===== src/source/muldiv_consts.svh =====
`ifndef MULDIV_CONSTS_SVH
`define MULDIV_CONSTS_SVH

// Operand and result width
`define MD_XLEN 32

// Destination register tag width
`define MD_TAG_W 5

// Start to multiplier valid: operand stage, five tree stages, output stage
`define MD_MUL_LAT 7

// One quotient bit per iteration
`define MD_DIV_ITER 32

`endif


===== src/source/muldiv_op_pkg.sv =====
`default_nettype none

package muldiv_op_pkg;

	// Encoding matches the RV32M funct3 field
	typedef enum logic [2:0] {
		OP_MUL    = 3'b000,
		OP_MULH   = 3'b001,
		OP_MULHSU = 3'b010,
		OP_MULHU  = 3'b011,
		OP_DIV    = 3'b100,
		OP_DIVU   = 3'b101,
		OP_REM    = 3'b110,
		OP_REMU   = 3'b111
	} md_op_t;

	// Divide and remainder occupy the upper half of the encoding
	function automatic logic is_div(md_op_t op);
		return op[2];
	endfunction

endpackage

`default_nettype wire


===== src/source/muldiv_result_pkg.sv =====
`default_nettype none
`include "muldiv_consts.svh"

package muldiv_result_pkg;

	typedef struct packed {
		logic [`MD_XLEN-1:0] hi;
		logic [`MD_XLEN-1:0] lo;
	} md_halves_t;

	// Double width word, seen whole or as two halves
	typedef union packed {
		logic [2*`MD_XLEN-1:0] full;
		md_halves_t            half;
	} md_wide_u;

	typedef enum logic {
		UNIT_MUL = 1'b0,
		UNIT_DIV = 1'b1
	} md_unit_e;

endpackage

`default_nettype wire


===== src/source/mul_tree.sv =====
`timescale 1ns/1ps
`default_nettype none

module mul_tree #(
	parameter int WIDTH = 32
) (
	input  logic               clk,
	input  logic               rst,
	input  logic               i_valid,
	input  logic [WIDTH-1:0]   i_a,
	input  logic [WIDTH-1:0]   i_b,
	output logic               o_valid,
	output logic [2*WIDTH-1:0] o_product
);
	// One registered adder level per halving of the operand count
	localparam int LEVELS = $clog2(WIDTH);
	localparam int NODES  = WIDTH - 1;

	// Shifted partial products, one per bit of i_b
	logic [2*WIDTH-1:0] pp [WIDTH];

	// Adder nodes in heap order
	// Node k sums children 2k+1 and 2k+2, node 0 is the root
	// Indices at or above NODES refer to partial products
	logic [2*WIDTH-1:0] node [NODES];

	logic [LEVELS-1:0]  vld_pipe;

	for (genvar i = 0; i < WIDTH; i++) begin : gen_pp
		assign pp[i] = i_b[i] ? ({{WIDTH{1'b0}}, i_a} << i) : '0;
	end

	for (genvar k = 0; k < NODES; k++) begin : gen_node
		if (2*k + 1 >= NODES) begin : gen_bottom
			// First level, adds two partial products
			always_ff @(posedge clk) begin
				node[k] <= pp[2*k+1-NODES] + pp[2*k+2-NODES];
			end
		end else begin : gen_upper
			always_ff @(posedge clk) begin
				node[k] <= node[2*k+1] + node[2*k+2];
			end
		end
	end

	// Valid travels beside the sums, one bit per level
	always_ff @(posedge clk or posedge rst) begin
		if (rst) begin
			vld_pipe <= '0;
		end else begin
			vld_pipe <= (vld_pipe << 1) | LEVELS'(i_valid);
		end
	end

	assign o_valid   = vld_pipe[LEVELS-1];
	assign o_product = node[0];

endmodule

`default_nettype wire


===== src/source/mul_unit.sv =====
`timescale 1ns/1ps
`default_nettype none
`include "muldiv_consts.svh"

module mul_unit (
	input  logic                  clk,
	input  logic                  rst,
	input  logic                  i_start,
	input  muldiv_op_pkg::md_op_t i_op,
	input  logic [`MD_XLEN-1:0]   i_a,
	input  logic [`MD_XLEN-1:0]   i_b,
	input  logic [`MD_TAG_W-1:0]  i_tag,
	output logic                  o_valid,
	output logic [`MD_TAG_W-1:0]  o_tag,
	output logic [`MD_XLEN-1:0]   o_data
);
	import muldiv_op_pkg::*;
	import muldiv_result_pkg::*;

	// Stages spent inside the tree
	localparam int TREE_LAT = `MD_MUL_LAT - 2;

	logic                  a_neg;
	logic                  b_neg;

	logic                  s0_valid;
	logic [`MD_XLEN-1:0]   s0_a;
	logic [`MD_XLEN-1:0]   s0_b;
	logic                  s0_neg;
	logic                  s0_hi;
	logic [`MD_TAG_W-1:0]  s0_tag;

	logic [TREE_LAT-1:0]   neg_pipe;
	logic [TREE_LAT-1:0]   hi_pipe;
	logic [`MD_TAG_W-1:0]  tag_pipe [TREE_LAT];

	logic                  tree_valid;
	logic [2*`MD_XLEN-1:0] tree_product;
	md_wide_u              prod;

	// MULH treats both operands as signed, MULHSU only a
	assign a_neg = ((i_op == OP_MULH) || (i_op == OP_MULHSU)) && i_a[`MD_XLEN-1];
	assign b_neg = (i_op == OP_MULH) && i_b[`MD_XLEN-1];

	always_ff @(posedge clk or posedge rst) begin
		if (rst) begin
			s0_valid <= 1'b0;
			o_valid  <= 1'b0;
		end else begin
			s0_valid <= i_start;
			o_valid  <= tree_valid;
		end
	end

	// Operand stage holds magnitudes only
	always_ff @(posedge clk) begin
		if (i_start) begin
			s0_a   <= a_neg ? -i_a : i_a;
			s0_b   <= b_neg ? -i_b : i_b;
			s0_neg <= a_neg ^ b_neg;
			s0_hi  <= (i_op != OP_MUL);
			s0_tag <= i_tag;
		end
	end

	mul_tree #(
		.WIDTH(`MD_XLEN)
	) mul_tree_i (
		.clk      (clk),
		.rst      (rst),
		.i_valid  (s0_valid),
		.i_a      (s0_a),
		.i_b      (s0_b),
		.o_valid  (tree_valid),
		.o_product(tree_product)
	);

	// Side pipeline kept level with the tree
	always_ff @(posedge clk) begin
		neg_pipe    <= (neg_pipe << 1) | TREE_LAT'(s0_neg);
		hi_pipe     <= (hi_pipe << 1) | TREE_LAT'(s0_hi);
		tag_pipe[0] <= s0_tag;
		for (int i = 1; i < TREE_LAT; i++) begin
			tag_pipe[i] <= tag_pipe[i-1];
		end
	end

	assign prod.full = neg_pipe[TREE_LAT-1] ? -tree_product : tree_product;

	always_ff @(posedge clk) begin
		o_data <= hi_pipe[TREE_LAT-1] ? prod.half.hi : prod.half.lo;
		o_tag  <= tag_pipe[TREE_LAT-1];
	end

	// Tree depth and side pipeline depth agree
	a_tree_align: assert property (@(posedge clk) disable iff (rst)
		tree_valid == $past(s0_valid, TREE_LAT))
		else $error("mul_unit: tree valid out of step with tag pipeline");

endmodule

`default_nettype wire


===== src/source/div_unit.sv =====
`timescale 1ns/1ps
`default_nettype none
`include "muldiv_consts.svh"

module div_unit (
	input  logic                  clk,
	input  logic                  rst,
	input  logic                  i_start,
	input  muldiv_op_pkg::md_op_t i_op,
	input  logic [`MD_XLEN-1:0]   i_a,
	input  logic [`MD_XLEN-1:0]   i_b,
	input  logic [`MD_TAG_W-1:0]  i_tag,
	input  logic                  i_grant,
	output logic                  o_busy,
	output logic                  o_done,
	output logic [`MD_TAG_W-1:0]  o_tag,
	output logic [`MD_XLEN-1:0]   o_data
);
	import muldiv_op_pkg::*;
	import muldiv_result_pkg::*;

	typedef enum logic [1:0] {
		S_IDLE,
		S_RUN,
		S_FIX,
		S_HOLD
	} state_t;

	localparam int CNT_W = $clog2(`MD_DIV_ITER);

	state_t               state;
	logic [CNT_W-1:0]     iter;

	// hi is the partial remainder, lo shifts dividend out and quotient in
	md_wide_u             rq;
	logic [`MD_XLEN-1:0]  divisor;
	logic [`MD_XLEN-1:0]  dividend;
	logic                 q_neg;
	logic                 r_neg;
	logic                 div_zero;
	logic                 overflow;
	logic                 rem_sel;

	logic                 op_signed;
	logic                 a_neg;
	logic                 b_neg;
	logic [`MD_XLEN+1:0]  trial;
	logic [`MD_XLEN-1:0]  fix_result;

	assign op_signed = (i_op == OP_DIV) || (i_op == OP_REM);
	assign a_neg     = op_signed && i_a[`MD_XLEN-1];
	assign b_neg     = op_signed && i_b[`MD_XLEN-1];

	// Shifted remainder minus divisor, top bit set means it does not fit
	assign trial = {1'b0, rq.half.hi, rq.half.lo[`MD_XLEN-1]} - {2'b00, divisor};

	always_ff @(posedge clk or posedge rst) begin
		if (rst) begin
			state <= S_IDLE;
			iter  <= '0;
		end else begin
			case (state)
				S_IDLE: begin
					iter <= '0;
					if (i_start)
						state <= S_RUN;
				end
				S_RUN: begin
					iter <= iter + 1'b1;
					if (iter == CNT_W'(`MD_DIV_ITER - 1))
						state <= S_FIX;
				end
				S_FIX:   state <= S_HOLD;
				S_HOLD: begin
					if (i_grant)
						state <= S_IDLE;
				end
				default: state <= S_IDLE;
			endcase
		end
	end

	always_ff @(posedge clk) begin
		case (state)
			S_IDLE: begin
				if (i_start) begin
					rq.half.hi <= '0;
					rq.half.lo <= a_neg ? -i_a : i_a;
					divisor    <= b_neg ? -i_b : i_b;
					dividend   <= i_a;
					q_neg      <= a_neg ^ b_neg;
					r_neg      <= a_neg;
					div_zero   <= (i_b == '0);
					overflow   <= op_signed && (i_a == {1'b1, {(`MD_XLEN-1){1'b0}}})
						&& (i_b == '1);
					rem_sel    <= (i_op == OP_REM) || (i_op == OP_REMU);
					o_tag      <= i_tag;
				end
			end
			S_RUN: begin
				if (!trial[`MD_XLEN+1]) begin
					rq.half.hi <= trial[`MD_XLEN-1:0];
					rq.half.lo <= {rq.half.lo[`MD_XLEN-2:0], 1'b1};
				end else begin
					rq.full <= {rq.full[2*`MD_XLEN-2:0], 1'b0};
				end
			end
			S_FIX:   o_data <= fix_result;
			default: ;
		endcase
	end

	// RISC-V results for divide by zero and most negative over -1
	always_comb begin
		if (div_zero)
			fix_result = rem_sel ? dividend : '1;
		else if (overflow)
			fix_result = rem_sel ? '0 : dividend;
		else if (rem_sel)
			fix_result = r_neg ? -rq.half.hi : rq.half.hi;
		else
			fix_result = q_neg ? -rq.half.lo : rq.half.lo;
	end

	assign o_busy = (state != S_IDLE);
	assign o_done = (state == S_HOLD);

	// Core only issues a divide while the unit is free
	a_no_start_busy: assert property (@(posedge clk) disable iff (rst)
		i_start |-> !o_busy)
		else $error("div_unit: divide started while busy");

	// Result waits unchanged for the arbiter
	a_done_held: assert property (@(posedge clk) disable iff (rst)
		o_done && !i_grant |=> o_done && $stable(o_data) && $stable(o_tag))
		else $error("div_unit: result dropped before grant");

endmodule

`default_nettype wire


===== src/source/wb_arbiter.sv =====
`timescale 1ns/1ps
`default_nettype none
`include "muldiv_consts.svh"

module wb_arbiter (
	input  logic                        clk,
	input  logic                        rst,
	input  logic                        i_mul_valid,
	input  logic [`MD_TAG_W-1:0]        i_mul_tag,
	input  logic [`MD_XLEN-1:0]         i_mul_data,
	input  logic                        i_div_done,
	input  logic [`MD_TAG_W-1:0]        i_div_tag,
	input  logic [`MD_XLEN-1:0]         i_div_data,
	output logic                        o_div_grant,
	output logic                        o_wb_valid,
	output logic [`MD_TAG_W-1:0]        o_wb_tag,
	output logic [`MD_XLEN-1:0]         o_wb_data,
	output muldiv_result_pkg::md_unit_e o_wb_unit
);
	import muldiv_result_pkg::*;

	// Multiplier cannot stall, so the divider only gets idle slots
	assign o_div_grant = i_div_done && !i_mul_valid;

	always_ff @(posedge clk or posedge rst) begin
		if (rst) begin
			o_wb_valid <= 1'b0;
		end else begin
			o_wb_valid <= i_mul_valid || i_div_done;
		end
	end

	always_ff @(posedge clk) begin
		if (i_mul_valid) begin
			o_wb_tag  <= i_mul_tag;
			o_wb_data <= i_mul_data;
			o_wb_unit <= UNIT_MUL;
		end else begin
			o_wb_tag  <= i_div_tag;
			o_wb_data <= i_div_data;
			o_wb_unit <= UNIT_DIV;
		end
	end

	a_grant_excl: assert property (@(posedge clk) disable iff (rst)
		!(o_div_grant && i_mul_valid))
		else $error("wb_arbiter: divider granted over a multiply");

endmodule

`default_nettype wire


===== src/source/muldiv_top.sv =====
`timescale 1ns/1ps
`default_nettype none
`include "muldiv_consts.svh"

module muldiv_top (
	input  logic                  clk,
	input  logic                  rst,
	input  logic                  i_start,
	input  muldiv_op_pkg::md_op_t i_op,
	input  logic [`MD_XLEN-1:0]   i_a,
	input  logic [`MD_XLEN-1:0]   i_b,
	input  logic [`MD_TAG_W-1:0]  i_tag,
	output logic                  o_div_busy,
	output logic                  o_wb_valid,
	output logic [`MD_TAG_W-1:0]  o_wb_tag,
	output logic [`MD_XLEN-1:0]   o_wb_data,
	output logic                  o_wb_src
);
	import muldiv_op_pkg::*;
	import muldiv_result_pkg::*;

	logic                 mul_start;
	logic                 div_start;
	logic                 mul_valid;
	logic [`MD_TAG_W-1:0] mul_tag;
	logic [`MD_XLEN-1:0]  mul_data;
	logic                 div_done;
	logic [`MD_TAG_W-1:0] div_tag;
	logic [`MD_XLEN-1:0]  div_data;
	logic                 div_grant;
	md_unit_e             wb_unit;

	// Steer the start strobe by operation class
	assign mul_start = i_start && !is_div(i_op);
	assign div_start = i_start && is_div(i_op);

	mul_unit mul_unit_i (
		.clk    (clk),
		.rst    (rst),
		.i_start(mul_start),
		.i_op   (i_op),
		.i_a    (i_a),
		.i_b    (i_b),
		.i_tag  (i_tag),
		.o_valid(mul_valid),
		.o_tag  (mul_tag),
		.o_data (mul_data)
	);

	div_unit div_unit_i (
		.clk    (clk),
		.rst    (rst),
		.i_start(div_start),
		.i_op   (i_op),
		.i_a    (i_a),
		.i_b    (i_b),
		.i_tag  (i_tag),
		.i_grant(div_grant),
		.o_busy (o_div_busy),
		.o_done (div_done),
		.o_tag  (div_tag),
		.o_data (div_data)
	);

	wb_arbiter wb_arbiter_i (
		.clk        (clk),
		.rst        (rst),
		.i_mul_valid(mul_valid),
		.i_mul_tag  (mul_tag),
		.i_mul_data (mul_data),
		.i_div_done (div_done),
		.i_div_tag  (div_tag),
		.i_div_data (div_data),
		.o_div_grant(div_grant),
		.o_wb_valid (o_wb_valid),
		.o_wb_tag   (o_wb_tag),
		.o_wb_data  (o_wb_data),
		.o_wb_unit  (wb_unit)
	);

	// High when the divider wrote back
	assign o_wb_src = (wb_unit == UNIT_DIV);

endmodule

`default_nettype wire


===== config.mk =====
export PLATFORM = sky130hd
export DESIGN_NAME = muldiv_top
export DESIGN_NICKNAME = d
export VERILOG_FILES = /design/src/source/muldiv_op_pkg.sv /design/src/source/muldiv_result_pkg.sv /design/src/source/mul_tree.sv /design/src/source/mul_unit.sv /design/src/source/div_unit.sv /design/src/source/wb_arbiter.sv /design/src/source/muldiv_top.sv
export VERILOG_INCLUDE_DIRS = /design/src /design/src/source
export SDC_FILE = /design/constraint.sdc
export NUM_CORES = 2
export LEC_CHECK = 0
export BUFFER_PORTS_ARGS = -buffer_cell sky130_fd_sc_hd__buf_4
export CAP_MARGIN = 5
export CORE_ASPECT_RATIO = 0.8
export CORE_MARGIN = 2
export CORE_UTILIZATION = 39
export DETAILED_ROUTE_END_ITERATION = 8
export PLACE_DENSITY = 0.66
export SYNTH_ARGS = -nofsm -noshare
export SYNTH_HDL_FRONTEND = slang
export SYNTH_SLANG_ARGS = --single-unit

===== constraint.sdc =====
create_clock -name clk -period 14.89 [get_ports clk]
set_input_delay 1.489 -clock clk [delete_from_list [all_inputs] [get_ports clk]]
set_output_delay 1.489 -clock clk [all_outputs]
set_load 0.01 [all_outputs]

==> out/results.txt <==
status - complete, no violations
CP max-delay cell - edfxtp_1
Final period util - 31.3%
synth unique cells - 90
Worst Clk Skew - 41.1 ps
root buf cell - clkbuf_16
clk sinks - 1,534
post-route ant nets - 0
CTS Buf Count - 161
critical path class - reg2reg
total power - 21.4 mW
worst setup path startpoint - mul_unit_i.s0_b[8]$_DFFE_PP_
worst relative slew slack - 23.0%
Placed Area - 101,000 µm²
CP endpoint kind - register
Worst Setup Start Kind - register
layout cells sized above 1 - 5.38%
Max IR drop VDD - 0.000139 V
gpl congestion - 0.955
CP Max Fanout - 32
synthesized area - 96,900 µm²
r2r worst-path depth - 13
Clock Tree Buf Depth - 3
Die W - 561 µm
path category of the worst min-delay check - reg2reg
post-CTS sizing - 0
Tightest Pin Transition - 1140 ps
RSZ-0062 raised after global routing - no
sequential element share of the synthesized area - 34.3%
reg2reg end - mul_unit_i.mul_tree_i.node[1][231]$_DFF_P_
Design Area, Final - 107,000 µm²
number of enable flip-flop cells after synthesis - 241
setup_tns - 0 ps
final setup fails - 0
Hold Crit Start - mul_unit_i.mul_tree_i.node[0][858]$_DFF_P_
Reg2Reg Setup Slack - 10,230 ps
Clock Pin Slew Worst Setup and Hold Paths - 60 ps
first-pass GRT wire length - 426,000 µm
Nets - 12,000
final max-slew violation count - 0
Post-Synthesis Net Count - 12,000
Post-CTS Setup Bufs - 0
worst r2r src - mul_unit_i.s0_b[8]$_DFFE_PP_
total track usage - 21.7%
DRC - 0
async set or reset register ratio after synthesis - 0.978%
core area - 247,000 µm²
initial antenna violation count - 36
clock latency on the worst-skew pair - 850 ps
Achievable Freq - 0.214 GHz
Area Growth Syn to Fin - 10.5%
#FFs+latches synth - 1,534
PwrDens - 200 nW/µm²
total of max-cap violations - 0
top_reg_cell synth - dfxtp_1
row cnt - 163
CTS tree - done
via count - 78,500
# IOs - 115
hold buffer count at CTS - 0
Worst Hold End - mul_unit_i.mul_tree_i.node[0][410]$_DFF_P_
grt total ovfl - 0
number of global-route vias before repair - 70,200
Vias/cell - 5.48
DR WL/cell - 19.7 µm
Pre-antenna DRT Iters - 6
Reg area - 33,200 µm²
HPWL after detailed placement - 207,000 µm
worst hold path depth - 0
buffers added on ports - 114
die footprint - 253,000 µm²
Filler cells - 24,000
depth of the CTS H-tree - 4
largest net degree at the start of global routing - 78
endpoints failing hold - 0
multi-input logic area - 61,200 µm²
P_leak - 48.0 nW
Tmin final - 4660 ps
post-synthesis area per instance - 8.93 µm²
Die Span Y - 450 µm
starting density of the core - 39.3%
Data required, critical path - 15,650 ps
wirelength, routed - 283,000 µm
drt first-iter violations - 8,190
Arr. time, crit path - 5420 ps
cell breakdown of the critical path - and2_1 > ha_1 > fa_1 > a211oi_1 > o21ai_0 > a211o_1 > a31oi_1 > o31ai_1 > o21ai_0 > a31oi_1 > a21o_1 > a21oi_1 > xnor2_1
fin util - 43.4%
Critical Path Max Stage Delay - 790 ps
yosys synthesis warning count - 0
Mapped Cells - 10,800
[worst max-delay path by stage]
stage                                                             to  slack [ps]  cells past startpoint
after floorplan                           div_unit_i.rq[0]$_DFFE_PP_        8360                      3
after global placement                   div_unit_i.rq[27]$_DFFE_PP_       10190                     10
after detailed placement                 div_unit_i.rq[27]$_DFFE_PP_       10180                     10
after CTS                 mul_unit_i.mul_tree_i.node[1][231]$_DFF_P_       10320                     13
after global routing      mul_unit_i.mul_tree_i.node[1][231]$_DFF_P_       10000                     13
final                     mul_unit_i.mul_tree_i.node[1][231]$_DFF_P_       10230                     13
[synthesized netlist by cell type, drive strengths merged (116+ instances only)]
cell type | count | area (µm²)
nor3 | 145 | 726
xor2 | 456 | 3990
nand3 | 172 | 861
o21bai | 155 | 1160
o21a | 142 | 1070
a21o | 561 | 4210
xnor2 | 725 | 6350
clkbuf | 334 | 1260
o21ai | 551 | 2760
and2 | 1053 | 6590
ha | 1031 | 12900
nor2 | 637 | 2400
nor2b | 116 | 726
inv | 318 | 1190
a21oi | 978 | 4890
edfxtp | 241 | 7240
nand2 | 676 | 2540
dfxtp | 1278 | 25600
[kinds of logic after synthesis]
logic type | Yosys count | share of synthesized area, %
AO/OA/AOI/OAI | 3058 | 20.2
XOR/XNOR | 1181 | 10.7
adder cells (fa/ha/maj) | 1063 | 14.0
buffers and inverters | 662 | 2.57
flip-flops | 1534 | 34.3
multiplexers | 63 | 0.701
AND/OR/NAND/NOR | 3286 | 17.7
[layout by cell type, fill, tap and decap left out, drive strengths merged, types with 192 or more instances in the layout]
cell    Yosys  final
nand2     676    676
dfxtp    1278   1278
inv       318    326
and2     1053   1053
ha       1031   1031
xnor2     725    725
buf        10    192
a21o      561    561
clkbuf    334    212
a21oi     978    978
o21ai     551    551
xor2      456    456
edfxtp    241    241
nor2      637    637
[flip-flops by register name, summed over array words and instances (netlist names), 32 cells and up]
name,count
mul_unit_i.s0_a,32
mul_unit_i.s0_b,32
div_unit_i.rq,64
mul_unit_i.o_data,32
wb_arbiter_i.o_wb_data,32
div_unit_i.divisor,32
div_unit_i.dividend,32
div_unit_i.o_data,32
mul_unit_i.mul_tree_i.node,1168
[per-stage QoR]
step                      std cells  setup slack (ps)  hold WS [ps]
after floorplan               10800              8360           310
after global placement        14000             10190           310
after detailed placement      14000             10180           312
after CTS                     14300             10320           317
after global routing          14300             10000           316
final                         14300             10230           324
[layout make-up]
cell class | instances | share of cell area [%]
antenna | 27 | 0.0631
clock buffer | 212 | 4.34
clock inverter | 86 | 1.10
inverter | 318 | 1.11
multi-input combinational | 8651 | 57.2
sequential | 1534 | 31.0
tap | 3300 | 3.86
timing repair buffer | 192 | 1.35
[critical path: cells and delay by family, from the launching register on]
kind | cells | cell delay [ps]
flops | 1 | 790
compound gates | 9 | 2620
simple gates | 1 | 350
fa+ha+maj | 2 | 700
xor+xnor | 1 | 130
[power by group]
part           internal (mW)  switching (mW)
clock network           2.52            1.85
logic                   4.28            5.92
registers               5.80           0.999
total                   12.6            8.77
[routing by layer]
metal	routed length [µm]	vias to the layer above	global-route usage (%)
met5	11	-	0
met4	8360	2	6.68
met3	24200	402	3.68
met2	114000	2867	31.1
met1	136000	36700	32.5
li1	-	38500	-
No activity file was read; power rests on OpenSTA's default activity.
